<file path="src/rtl/i2c_logger_pkg.sv">
// i2c logger shared types, widths and status byte layout
package i2c_logger_pkg;

    // ------------------------------------------------------------
    // bus observer
    // ------------------------------------------------------------
    typedef enum logic [1:0] {
        ST_WAIT  = 2'd0,                            // bus idle
        ST_START = 2'd1,                            // start seen, scl still high
        ST_DATA  = 2'd2,                            // data bits of a byte
        ST_ACK   = 2'd3                             // ninth clock
    } bus_state_t;

    localparam int BYTE_W     = 8;
    localparam int CNT_W      = 4;
    localparam int FILT_DEPTH = 2;                  // past samples per line

    localparam logic [CNT_W-1:0] ACK_BIT = CNT_W'(9);  // count after the ack rise

    // ------------------------------------------------------------
    // records and output stream
    // ------------------------------------------------------------
    typedef logic [BYTE_W-1:0] byte_t;

    typedef struct packed {
        byte_t data;
        logic  ack;                                 // sda low on ninth clock
        logic  first;                               // first byte after start
    } rec_t;

    localparam int STAT_ACK_POS   = 0;
    localparam int STAT_FIRST_POS = 1;

endpackage

</file>
<file path="src/rtl/line_filter.sv">
// i2c line filter: synchronizes and deglitches scl/sda, flags start, stop and scl edges
`timescale 1ns/1ns

module line_filter (
    input  logic aclk,
    input  logic aresetn,
    input  logic i_scl,
    input  logic i_sda,
    output logic o_scl,
    output logic o_sda,
    output logic o_start,
    output logic o_stop,
    output logic o_scl_rise,
    output logic o_scl_fall
);

    localparam int DEPTH = i2c_logger_pkg::FILT_DEPTH;

    logic [1:0]       pin;                          // [0] scl, [1] sda
    logic [DEPTH-1:0] hist [2];
    logic [1:0]       lvl;                          // filtered levels
    logic [1:0]       lvl_d;
    logic             scl_hi;

    assign pin = {i_sda, i_scl};

    // level flips only once all past samples agree with the pin
    always_ff @(posedge aclk or negedge aresetn) begin
        if (!aresetn) begin
            hist[0] <= '1;
            hist[1] <= '1;
            lvl     <= '1;                          // idle bus is high
            lvl_d   <= '1;
        end else begin
            for (int i = 0; i < 2; i++) begin
                hist[i] <= {hist[i][DEPTH-2:0], pin[i]};
                if (lvl[i]) begin
                    lvl[i] <= (|hist[i]) | pin[i];
                end else begin
                    lvl[i] <= (&hist[i]) & pin[i];
                end
            end
            lvl_d <= lvl;
        end
    end

    assign o_scl = lvl[0];
    assign o_sda = lvl[1];

    // ------------------------------------------------------------
    // events, one clock after the filtered change
    // ------------------------------------------------------------
    assign scl_hi     = lvl[0] & lvl_d[0];
    assign o_start    = scl_hi & ~lvl[1] & lvl_d[1];   // sda falls, scl high
    assign o_stop     = scl_hi & lvl[1] & ~lvl_d[1];   // sda rises, scl high
    assign o_scl_rise = lvl[0] & ~lvl_d[0];
    assign o_scl_fall = ~lvl[0] & lvl_d[0];

    // hysteresis keeps bus conditions apart by more than a clock
    a_start_stop_apart: assert property (@(posedge aclk) disable iff (!aresetn)
        (o_start || o_stop) |-> !(o_start && o_stop) ##1 !(o_start || o_stop));

endmodule

</file>
<file path="src/rtl/bus_fsm.sv">
// i2c bus state machine tracking frames, with protocol error flag
`timescale 1ns/1ns

module bus_fsm (
    input  logic                                aclk,
    input  logic                                aresetn,
    input  logic                                i_start,
    input  logic                                i_stop,
    input  logic                                i_scl_fall,
    input  logic [i2c_logger_pkg::CNT_W-1:0]    i_bit_cnt,
    output i2c_logger_pkg::bus_state_t          o_state,
    output logic                                o_bus_active,
    output logic                                o_bus_err
);

    logic boundary;                                 // between bytes

    assign boundary = (i_bit_cnt == '0) || (i_bit_cnt == 1) ||
                      (i_bit_cnt == i2c_logger_pkg::ACK_BIT);

    always_ff @(posedge aclk or negedge aresetn) begin
        if (!aresetn) begin
            o_state   <= i2c_logger_pkg::ST_WAIT;
            o_bus_err <= 1'b0;
        end else if (i_stop) begin
            o_state <= i2c_logger_pkg::ST_WAIT;
            if ((o_state == i2c_logger_pkg::ST_DATA && !boundary) ||
                o_state == i2c_logger_pkg::ST_START) begin
                o_bus_err <= 1'b1;                  // byte cut short or empty frame
            end
        end else if (i_start) begin
            o_state <= i2c_logger_pkg::ST_START;
            if (o_state == i2c_logger_pkg::ST_DATA && !boundary) begin
                o_bus_err <= 1'b1;
            end else if (o_state == i2c_logger_pkg::ST_WAIT ||
                         o_state == i2c_logger_pkg::ST_DATA) begin
                o_bus_err <= 1'b0;                  // clean (repeated) start
            end
        end else if (i_scl_fall) begin
            case (o_state)
                i2c_logger_pkg::ST_START: o_state <= i2c_logger_pkg::ST_DATA;
                i2c_logger_pkg::ST_DATA: begin
                    if (i_bit_cnt == i2c_logger_pkg::ACK_BIT - 1'b1) begin
                        o_state <= i2c_logger_pkg::ST_ACK;
                    end
                end
                i2c_logger_pkg::ST_ACK:   o_state <= i2c_logger_pkg::ST_DATA;
                default:                  o_state <= i2c_logger_pkg::ST_WAIT;
            endcase
        end
    end

    assign o_bus_active = (o_state != i2c_logger_pkg::ST_WAIT);

endmodule

</file>
<file path="src/rtl/bit_counter.sv">
// i2c bit counter, counts scl rises within a byte frame
`timescale 1ns/1ns

module bit_counter (
    input  logic                                aclk,
    input  logic                                aresetn,
    input  logic                                i_scl_rise,
    input  logic                                i_start,
    input  logic                                i_stop,
    input  i2c_logger_pkg::bus_state_t          i_state,
    output logic [i2c_logger_pkg::CNT_W-1:0]    o_bit_cnt
);

    always_ff @(posedge aclk or negedge aresetn) begin
        if (!aresetn) begin
            o_bit_cnt <= '0;
        end else if (i_start || i_stop) begin
            o_bit_cnt <= '0;
        end else begin
            case (i_state)
                i2c_logger_pkg::ST_DATA, i2c_logger_pkg::ST_ACK: begin
                    if (i_scl_rise) begin
                        if (o_bit_cnt == i2c_logger_pkg::ACK_BIT) begin
                            o_bit_cnt <= i2c_logger_pkg::CNT_W'(1);  // next frame, no gap
                        end else begin
                            o_bit_cnt <= o_bit_cnt + 1'b1;
                        end
                    end
                end
                default: o_bit_cnt <= '0;           // wait / start
            endcase
        end
    end

    a_cnt_range: assert property (@(posedge aclk) disable iff (!aresetn)
        o_bit_cnt <= i2c_logger_pkg::ACK_BIT);

endmodule

</file>
<file path="src/rtl/byte_capture.sv">
// i2c byte capture, shifts in data bits, samples ack and emits one record per byte
`timescale 1ns/1ns

module byte_capture (
    input  logic                                aclk,
    input  logic                                aresetn,
    input  logic                                i_sda,
    input  logic                                i_scl_rise,
    input  logic                                i_start,
    input  logic [i2c_logger_pkg::CNT_W-1:0]    i_bit_cnt,
    output i2c_logger_pkg::rec_t                o_rec,
    output logic                                o_rec_valid
);

    i2c_logger_pkg::byte_t shift_q;
    logic                  first_q;
    logic                  data_rise;
    logic                  ack_rise;

    // bits 1..8 of a frame; count 9 means the first bit of a back-to-back byte
    assign data_rise = i_scl_rise &&
                       ((i_bit_cnt < i2c_logger_pkg::ACK_BIT - 1'b1) ||
                        (i_bit_cnt == i2c_logger_pkg::ACK_BIT));
    assign ack_rise  = i_scl_rise && (i_bit_cnt == i2c_logger_pkg::ACK_BIT - 1'b1);

    // ------------------------------------------------------------
    // data path
    // ------------------------------------------------------------
    always_ff @(posedge aclk) begin
        if (data_rise) begin
            shift_q <= {shift_q[i2c_logger_pkg::BYTE_W-2:0], i_sda};  // msb first
        end
        if (ack_rise) begin
            o_rec <= '{data: shift_q, ack: ~i_sda, first: first_q};
        end
    end

    // ------------------------------------------------------------
    // control
    // ------------------------------------------------------------
    always_ff @(posedge aclk or negedge aresetn) begin
        if (!aresetn) begin
            o_rec_valid <= 1'b0;
            first_q     <= 1'b0;
        end else begin
            o_rec_valid <= ack_rise;
            if (i_start) begin
                first_q <= 1'b1;                    // next byte is the address
            end else if (o_rec_valid) begin
                first_q <= 1'b0;
            end
        end
    end

endmodule

</file>
<file path="src/rtl/hold_reg.sv">
// single-entry valid/ready holding register for any payload type
`timescale 1ns/1ns

module hold_reg #(
    parameter type T = logic [7:0]
) (
    input  logic aclk,
    input  logic aresetn,
    input  T     i_data,
    input  logic i_valid,
    input  logic i_ready,
    output T     o_data,
    output logic o_valid,
    output logic o_ready
);

    assign o_ready = !o_valid || i_ready;           // empty, or draining this clock

    always_ff @(posedge aclk) begin
        if (i_valid && o_ready) begin
            o_data <= i_data;
        end
    end

    always_ff @(posedge aclk or negedge aresetn) begin
        if (!aresetn) begin
            o_valid <= 1'b0;
        end else if (o_ready) begin
            o_valid <= i_valid;
        end
    end

    a_hold_stable: assert property (@(posedge aclk) disable iff (!aresetn)
        (o_valid && !i_ready) |=> (o_valid && $stable(o_data)));

endmodule

</file>
<file path="src/rtl/record_formatter.sv">
// record formatter, filters records and emits optional status byte then data byte
`timescale 1ns/1ns

module record_formatter (
    input  logic                    aclk,
    input  logic                    aresetn,
    input  i2c_logger_pkg::rec_t    i_rec,
    input  logic                    i_rec_valid,
    input  logic                    i_byte_ready,
    input  logic                    i_tx_status,
    input  logic                    i_tx_filter,
    output logic                    o_rec_ready,
    output i2c_logger_pkg::byte_t   o_byte,
    output logic                    o_byte_valid
);

    i2c_logger_pkg::rec_t  rec_q;
    i2c_logger_pkg::byte_t stat_byte;
    logic                  busy;
    logic                  stat_pend;               // status byte still to send
    logic                  xfer;
    logic                  done;

    always_comb begin
        stat_byte = '0;
        stat_byte[i2c_logger_pkg::STAT_ACK_POS]   = rec_q.ack;
        stat_byte[i2c_logger_pkg::STAT_FIRST_POS] = rec_q.first;
    end

    assign o_byte_valid = busy;
    assign o_byte       = stat_pend ? stat_byte : rec_q.data;
    assign xfer         = busy && i_byte_ready;
    assign done         = xfer && !stat_pend;       // data byte leaves
    assign o_rec_ready  = !busy || done;

    always_ff @(posedge aclk) begin
        if (i_rec_valid && o_rec_ready) begin
            rec_q <= i_rec;
        end
    end

    always_ff @(posedge aclk or negedge aresetn) begin
        if (!aresetn) begin
            busy      <= 1'b0;
            stat_pend <= 1'b0;
        end else if (i_rec_valid && o_rec_ready) begin
            busy      <= !(i_tx_filter && !i_rec.ack);  // nacked bytes dropped here
            stat_pend <= i_tx_status;
        end else if (done) begin
            busy <= 1'b0;
        end else if (xfer) begin
            stat_pend <= 1'b0;
        end
    end

endmodule

</file>
<file path="src/rtl/i2c_logger_top.sv">
// passive i2c bus logger top level, pins in, status/data byte stream out
`timescale 1ns/1ns

module i2c_logger_top (
    input  logic                    aclk,
    input  logic                    aresetn,
    input  logic                    i_scl,
    input  logic                    i_sda,
    input  logic                    i_tx_status,
    input  logic                    i_tx_filter,
    input  logic                    i_tx_ready,
    output i2c_logger_pkg::byte_t   o_tx_data,
    output logic                    o_tx_valid,
    output logic                    o_bus_active,
    output logic                    o_bus_err
);

    logic                               sda_f;
    logic                               start;
    logic                               stop;
    logic                               scl_rise;
    logic                               scl_fall;
    i2c_logger_pkg::bus_state_t         state;
    logic [i2c_logger_pkg::CNT_W-1:0]   bit_cnt;
    i2c_logger_pkg::rec_t               rec;
    logic                               rec_valid;
    i2c_logger_pkg::rec_t               hr_rec;
    logic                               hr_rec_valid;
    logic                               fmt_rec_ready;
    i2c_logger_pkg::byte_t              fmt_byte;
    logic                               fmt_byte_valid;
    logic                               out_ready;

    // ------------------------------------------------------------
    // bus observer
    // ------------------------------------------------------------
    line_filter line_filter_i (
        .aclk(aclk), .aresetn(aresetn),
        .i_scl(i_scl), .i_sda(i_sda),
        .o_scl(), .o_sda(sda_f),
        .o_start(start), .o_stop(stop),
        .o_scl_rise(scl_rise), .o_scl_fall(scl_fall)
    );

    bus_fsm bus_fsm_i (
        .aclk(aclk), .aresetn(aresetn),
        .i_start(start), .i_stop(stop), .i_scl_fall(scl_fall),
        .i_bit_cnt(bit_cnt),
        .o_state(state), .o_bus_active(o_bus_active), .o_bus_err(o_bus_err)
    );

    bit_counter bit_counter_i (
        .aclk(aclk), .aresetn(aresetn),
        .i_scl_rise(scl_rise), .i_start(start), .i_stop(stop),
        .i_state(state), .o_bit_cnt(bit_cnt)
    );

    byte_capture byte_capture_i (
        .aclk(aclk), .aresetn(aresetn),
        .i_sda(sda_f), .i_scl_rise(scl_rise), .i_start(start),
        .i_bit_cnt(bit_cnt),
        .o_rec(rec), .o_rec_valid(rec_valid)
    );

    // ------------------------------------------------------------
    // record stream, no back-pressure into capture
    // ------------------------------------------------------------
    hold_reg #(.T(i2c_logger_pkg::rec_t)) rec_hold_i (
        .aclk(aclk), .aresetn(aresetn),
        .i_data(rec), .i_valid(rec_valid), .i_ready(fmt_rec_ready),
        .o_data(hr_rec), .o_valid(hr_rec_valid), .o_ready()
    );

    record_formatter record_formatter_i (
        .aclk(aclk), .aresetn(aresetn),
        .i_rec(hr_rec), .i_rec_valid(hr_rec_valid),
        .i_byte_ready(out_ready),
        .i_tx_status(i_tx_status), .i_tx_filter(i_tx_filter),
        .o_rec_ready(fmt_rec_ready),
        .o_byte(fmt_byte), .o_byte_valid(fmt_byte_valid)
    );

    hold_reg #(.T(i2c_logger_pkg::byte_t)) byte_hold_i (
        .aclk(aclk), .aresetn(aresetn),
        .i_data(fmt_byte), .i_valid(fmt_byte_valid), .i_ready(i_tx_ready),
        .o_data(o_tx_data), .o_valid(o_tx_valid), .o_ready(out_ready)
    );

endmodule

</file>
<file path="config.mk">
export PLATFORM = sky130hd
export DESIGN_NAME = i2c_logger_top
export DESIGN_NICKNAME = d
export VERILOG_FILES = /design/src/rtl/i2c_logger_pkg.sv /design/src/rtl/line_filter.sv /design/src/rtl/bus_fsm.sv /design/src/rtl/bit_counter.sv /design/src/rtl/byte_capture.sv /design/src/rtl/hold_reg.sv /design/src/rtl/record_formatter.sv /design/src/rtl/i2c_logger_top.sv
export SDC_FILE = /design/constraint.sdc
export NUM_CORES = 1
export LEC_CHECK = 0
export BUFFER_PORTS_ARGS = -buffer_cell sky130_fd_sc_hd__buf_2
export CAP_MARGIN = 20
export CORE_MARGIN = 2
export CORE_UTILIZATION = 50
export DETAILED_ROUTE_END_ITERATION = 12
export HOLD_SLACK_MARGIN = 0.03
export PLACE_DENSITY_LB_ADDON = 0.12
export SLEW_MARGIN = 20
export SYNTH_ARGS = -nofsm -noshare
export SYNTH_HDL_FRONTEND = slang
export SYNTH_SLANG_ARGS = --single-unit
</file>
<file path="constraint.sdc">
create_clock -name aclk -period 3.7 [get_ports aclk]
set_input_delay 0.185 -clock aclk [delete_from_list [all_inputs] [get_ports aclk]]
set_output_delay 0.185 -clock aclk [all_outputs]
set_load 0.005 [all_outputs]
</file>
## Word level (Yosys, flattened, before mapping)

Cells that the tools add are included.

- Input port bits: 7
- Output and inout port bits: 11
- Logic and storage cells: 118
- Bits in registers: 67

- Bitwise logic cells: 15
- Multiplexer cells: 24
- Eq/ne operators: 10
- Reductions and logical operators: 42
- $add $sub $neg: 1
- $lt $le $gt $ge: 1

Operator list:

| operator | number |
|---|---|
| $mux 4 | 4 |
| $mux 1 | 14 |
| $mux 2 | 5 |
| $reduce_bool 2->1 | 5 |
| $and 1x1->1 | 9 |
| $logic_or 1x1->1 | 9 |
| $eq 4x4->1 const B | 2 |
| $logic_and 1x1->1 | 8 |
| $reduce_and 2->1 | 4 |
| $reduce_or 2->1 | 4 |
| $logic_not 1->1 | 7 |
| $reduce_bool 3->1 | 2 |
| $add 4x1->4 const B | 1 |
| $eq 2x2->1 const B | 2 |
| $eq 4x1->1 const B | 1 |
| $logic_not 4->1 | 1 |
| $lt 4x4->1 const B | 1 |
| $ne 2x2->1 const B | 2 |
| $ne 4x2->1 const B | 1 |
| $not 1->1 | 4 |
| $pmux 2 s2 | 1 |
| $ne 3x1->1 const B | 1 |
| $reduce_and 3->1 | 1 |
| $eq 2x1->1 const B | 1 |
| 2 further kinds | 3 |

## Depth between registers and ports, before layout

- Depth in word-level cells: 8
- Depth in mapped cells: 5
- Mapped depth without buffers: 4

## Hierarchy

A second synthesis with hierarchy kept.

- Cell total of the unflattened synthesis: 147
- Area total of the unflattened synthesis: 2489.9 um^2

Modules (own cells, without submodules):

| module | cells an instance | sequential area each (um^2) | area each (um^2) | instances |
|---|---|---|---|---|
| byte_capture | 28 | 590.6 | 645.6 | 1 |
| record_formatter | 29 | 350.3 | 498.0 | 1 |
| hold_reg (rec_hold_i) | 14 | 325.3 | 354.1 | 1 |
| hold_reg (byte_hold_i) | 12 | 265.3 | 294.0 | 1 |
| line_filter | 21 | 210.2 | 292.8 | 1 |
| bit_counter | 24 | 100.1 | 237.7 | 1 |
| bus_fsm | 19 | 75.1 | 167.7 | 1 |

## Worst setup path before layout

OpenSTA, ideal clock, no wires.

- Kind: flip-flop to flip-flop
- Start point: register line_filter_i.lvl[0]
- End point: register byte_capture_i.o_rec[0] (netlist bit) (enable)
- Stages on the path, launching flop included: 3
- Library setup time: 0.406 ns
- Buffers on the path: 0
- Period minus slack after synthesis: 2.353 ns
- Data arrival time: 1.946 ns
- Slack: 1.347 ns
- Data required time: 3.294 ns
- Cells stage by stage: dfstp_2 > or2b_1 > nor4_1

- Cells in the longest elaborated chain, start to end: 2

RTL lines:

| element | line | source |
|---|---|---|
| start: declaration | line_filter.sv:21 | `logic [1:0] lvl;` |
| start signal: indexed assignment | line_filter.sv:38 | `lvl[i] <= (\|hist[i]) \| pin[i];` |
| start signal: indexed assignment | line_filter.sv:40 | `lvl[i] <= (&hist[i]) & pin[i];` |
| $and 1x1->1 | line_filter.sv:56 | `assign o_scl_rise = lvl[0] & ~lvl_d[0];` |
| $logic_and 1x1->1 | byte_capture.sv:24 | `assign ack_rise = i_scl_rise && (i_bit_cnt == i2c_logger_pkg::ACK_BIT - 1'b1);` |
| via byte_capture_i.ack_rise | byte_capture.sv:18 | `logic ack_rise;` |
| end signal: assignment | byte_capture.sv:34 | `o_rec <= '{data: shift_q, ack: ~i_sda, first: first_q};` |
| end: declaration | byte_capture.sv:11 | `output i2c_logger_pkg::rec_t o_rec,` |

The timed path passes the listed nets, and every way through them passes these cells.
A chain may end at the register's enable or synchronous reset.

## Worst setup path after layout

- Start point: register line_filter_i.lvl[0]
- End point: register byte_capture_i.o_rec[2] (netlist bit) (enable)

The elaborated chain is that of the path after synthesis.

==> key figures <==
Run status
  • Outcome: completed

Clock network
  • Root Buffer: clkbuf_8
  • H-tree depth: 3
  • Clk_lat worst skew: between 300 and 400 ps
  • Max clock buf depth: 2
  • Clock sinks: 67
  • CTS Buf Count: 9
  • Postcts setup bufs: 0
  • CTS tree: yes
  • Clk slew on worst S/H paths: 60 ps

Die
  • Cell row count: 25
  • Initial core utilization: 51.0%
  • Die Y: 72.7 µm
  • I/O Pins: 18
  • Width of the die: roughly 73 µm
  • Core Region: 4630 µm²
  • Area of the die: 5290 µm²

STA
  • Minimum clock period: 1850 ps
  • Headroom to the max-slew limit: 54.1%
  • Final setup violating endpoints: 0
  • Unrepaired setup endpoints after global routing: no
  • Setup TNS: 0 ps
  • Hold slack final: 103 ps
  • Final hold vios: 0
  • Period Utilization, post-route: 50.1%
  • Setup ws final: 1850 ps
  • Max Clock Freq: 539 MHz
  • Worst-Margin Slew: 689 ps
  • Setup clock skew after layout: a little over 10 ps
  • Final Max Slew Viols: 0

GRT
  • Largest net degree at the start of global routing: 22
  • Initial antenna violation count: 0
  • Number of global-route vias before repair: 1,189
  • GR Util All Layers: 14.4%
  • First-pass GRT wire length: between 5000 and 6000 µm
  • GRT overflow: 0

Worst setup path
  • Register-to-register setup slack: approximately 1800 ps
  • Worst Path Required: ~3700 ps
  • Max incr delay on CP: 600 ps
  • R2R Path Start: line_filter_i.lvl[0]
  • Worst path bufs/invs: 0
  • Worst-path cell chain: or2b_1 -> nor4_4
  • Critical Path End Type: flip-flop
  • R2R depth: 2
  • Slowest-stage cell, CP: dfstp_2
  • Critical path peak fanout: 11
  • Worst Path Arrival: 1810 ps
  • Crit path max-delay family: simple AND/OR/NAND/NOR gates
  • Crit Path Class: reg -> reg
  • Crit path launch type: flip-flop
  • R2r endpoint: byte_capture_i.o_rec[2]

Finish
  • Sequential cell area: around 1900 µm²
  • Area Growth Syn to Fin: 16.0%
  • Final cell count without fillers: 234
  • Filler instances: roughly 380
  • # diodes: 0
  • Multi-input gate area: ~420 µm²
  • NumNets Final: 182
  • Layout cell share with drive strength beyond 1: a little under a quarter

Drt
  • DRT iter0 DRCs: 65
  • Via density: 5.22
  • Final ANT Viol Nets: 0
  • # DRC: 0
  • TritonRoute pass-1 iters: 4
  • Routed vias: 1,221
  • Total Routed Length: 3060 µm
  • Routed length per instance: 13.1 µm

Placement
  • DP HPWL: 2000 µm
  • Pre-CTS WS: 1490 ps
  • Final GP Congestion: 0.830
  • Dpl cells: between 200 and 250
  • I/O Buffers: 17

Logic synthesis
  • Post-Syn Area: ~2400 µm²
  • Distinct cells, synth: 28
  • Synth warnings: 0
  • Post-synthesis cell count: 146
  • #FFs+latches synth: 67
  • Post-synthesis sequential area ratio: 81.1%
  • Syn_nets: 153
  • Syn avg cell area: 16.2 µm²

Power and ir drop
  • P per Cell Area: 560 nW/µm²
  • Static Leakage: 0.995 nW
  • Max IR drop VDD: 0.290 mV

Worst hold path
  • Worst hold path depth: 3
  • Min-delay src: i_tx_status
  • Hold Path End: record_formatter_i.stat_pend
  • Hold Path Class: in -> reg

Job
  • Max Cap Viol: 0
[power breakdown]
group / total, mW / switching, mW / internal [mW]
clock: 0.575 / 0.247 / 0.328
sequential: 0.871 / 0.0321 / 0.839
combinational: 0.0894 / 0.0480 / 0.0414
total: 1.54 / 0.327 / 1.21
[worst max-delay path by stage]
stage | depth (start not counted) | endpoint | start | slack [ps]
finish | 2 | byte_capture_i.o_rec[2] | line_filter_i.lvl[0] | 1850
global route | 2 | byte_capture_i.shift_q[1] | line_filter_i.lvl[0] | 1740
CTS | 2 | byte_capture_i.o_rec[2] | line_filter_i.lvl[0] | 1480
detailed placement | 2 | byte_capture_i.o_rec[7] | line_filter_i.lvl[0] | 1490
global placement | 2 | byte_capture_i.o_rec[9] | line_filter_i.lvl[0] | 1600
floorplan | 2 | byte_capture_i.o_rec[0] | line_filter_i.lvl[0] | 1350
[cells in the final DEF, fill, tap and decap left out, drive strengths merged, types with 2 or more instances in the layout]
| cell | netlist | final |
|---|---|---|
| edfxtp | 46 | 46 |
| buf | 0 | 17 |
| dfrtp | 13 | 13 |
| clkbuf | 2 | 13 |
| o21ai | 10 | 10 |
| inv | 9 | 9 |
| nor2b | 8 | 8 |
| a21oi | 8 | 8 |
| dfstp | 8 | 8 |
| nand2b | 7 | 7 |
| nand2 | 7 | 7 |
| nor2 | 4 | 4 |
| and2 | 3 | 3 |
| o22ai | 3 | 3 |
| dlygate4sd3 | 0 | 3 |
| nor4 | 3 | 3 |
| mux2 | 2 | 2 |
| xnor2 | 2 | 2 |
| clkinv | 0 | 2 |
[synth_stat cells]
cell       instances  share of area, %
mux2_2             2              0.95
nand2_2            1              0.26
nor3b_1            1              0.32
and2_1             3              0.79
nor4_1             3              0.79
nand3b_1           1              0.32
nand2b_1           7               1.9
or3_1              1              0.26
or2b_1             1              0.32
nor2_1             4              0.64
o21ai_0           10               2.1
o211ai_1           1              0.32
dfrtp_1           13                14
o22ai_1            3              0.79
o31ai_1            1              0.32
edfxtp_1          46                58
nand3_1            1              0.21
dfstp_2            8               8.9
nand2_1            6              0.95
or2_2              1              0.26
a211oi_1           1              0.32
inv_1              9               1.4
clkbuf_1           2              0.32
nor2b_1            8               2.1
a21oi_1            8               1.7
o31a_1             1              0.37
xnor2_1            2              0.74
a2111oi_0          1              0.37
[routing by layer]
layer | vias up | routed length (µm) | track usage [%] | share of wire, %
li1 | 590 | - | - | -
met1 | 596 | 1360 | 16.9 | 44
met2 | 31 | 1520 | 21.5 | 50
met3 | 4 | 137 | 5.94 | 4.5
met4 | 0 | 43 | 9.88 | 1.4
met5 | - | 0 | 0 | 0
[worst reg2reg max path, cell delays in order (launching register included)]
cell and delay [ps]:
dfstp_2 600, or2b_1 300, nor4_4 580
[logic make-up (layout without fill, tap and decap cells)]
| group | count (synthesis) | in the layout | synth area share, % |
|---|---|---|---|
| xor+xnor | 2 | 2 | 0.742 |
| simple gates | 38 | 38 | 9.11 |
| mux | 2 | 2 | 0.953 |
| flops | 67 | 67 | 81.1 |
| compound gates | 26 | 26 | 6.30 |
| buf+inv | 11 | 45 | 1.75 |
[registers in the layout, summed over array words and instances, names as in the netlist, 2 cells and up]
signal and cells:
bit_counter_i.o_bit_cnt 4, bus_fsm_i.o_state 2, byte_capture_i.o_rec 10, byte_capture_i.shift_q 8
byte_hold_i.o_data 8, line_filter_i.hist 4, line_filter_i.lvl 2, line_filter_i.lvl_d 2
rec_hold_i.o_data 10, record_formatter_i.rec_q 10
[timing repair]
| action | 4_1_cts | 5_1_grt |
|---|---|---|
| gates resized for setup | 0 | 0 |
| hold buffers | 3 | 0 |
| hold endpoints to repair | 15 | 0 |
[area by class of cell]
cell class	instances	share of cell area (%)
Clock buffer	13	5.43
Multi-Input combinational cell	68	15.3
Clock inverter	3	1.46
Sequential cell	67	69.9
Timing Repair Buffer	20	4.20
Inverter	9	1.23
Tap cell	54	2.46
[metrics by stage]
step	utilization, %	cell area, µm²	power, mW
floorplan	-	2360	0.934
global placement	54.3	2510	0.969
detailed placement	54.3	2510	0.973
CTS	59.0	2730	1.56
global route	59.2	2740	1.61
finish	59.2	2740	1.54
No activity file was read; power rests on OpenSTA's default activity.
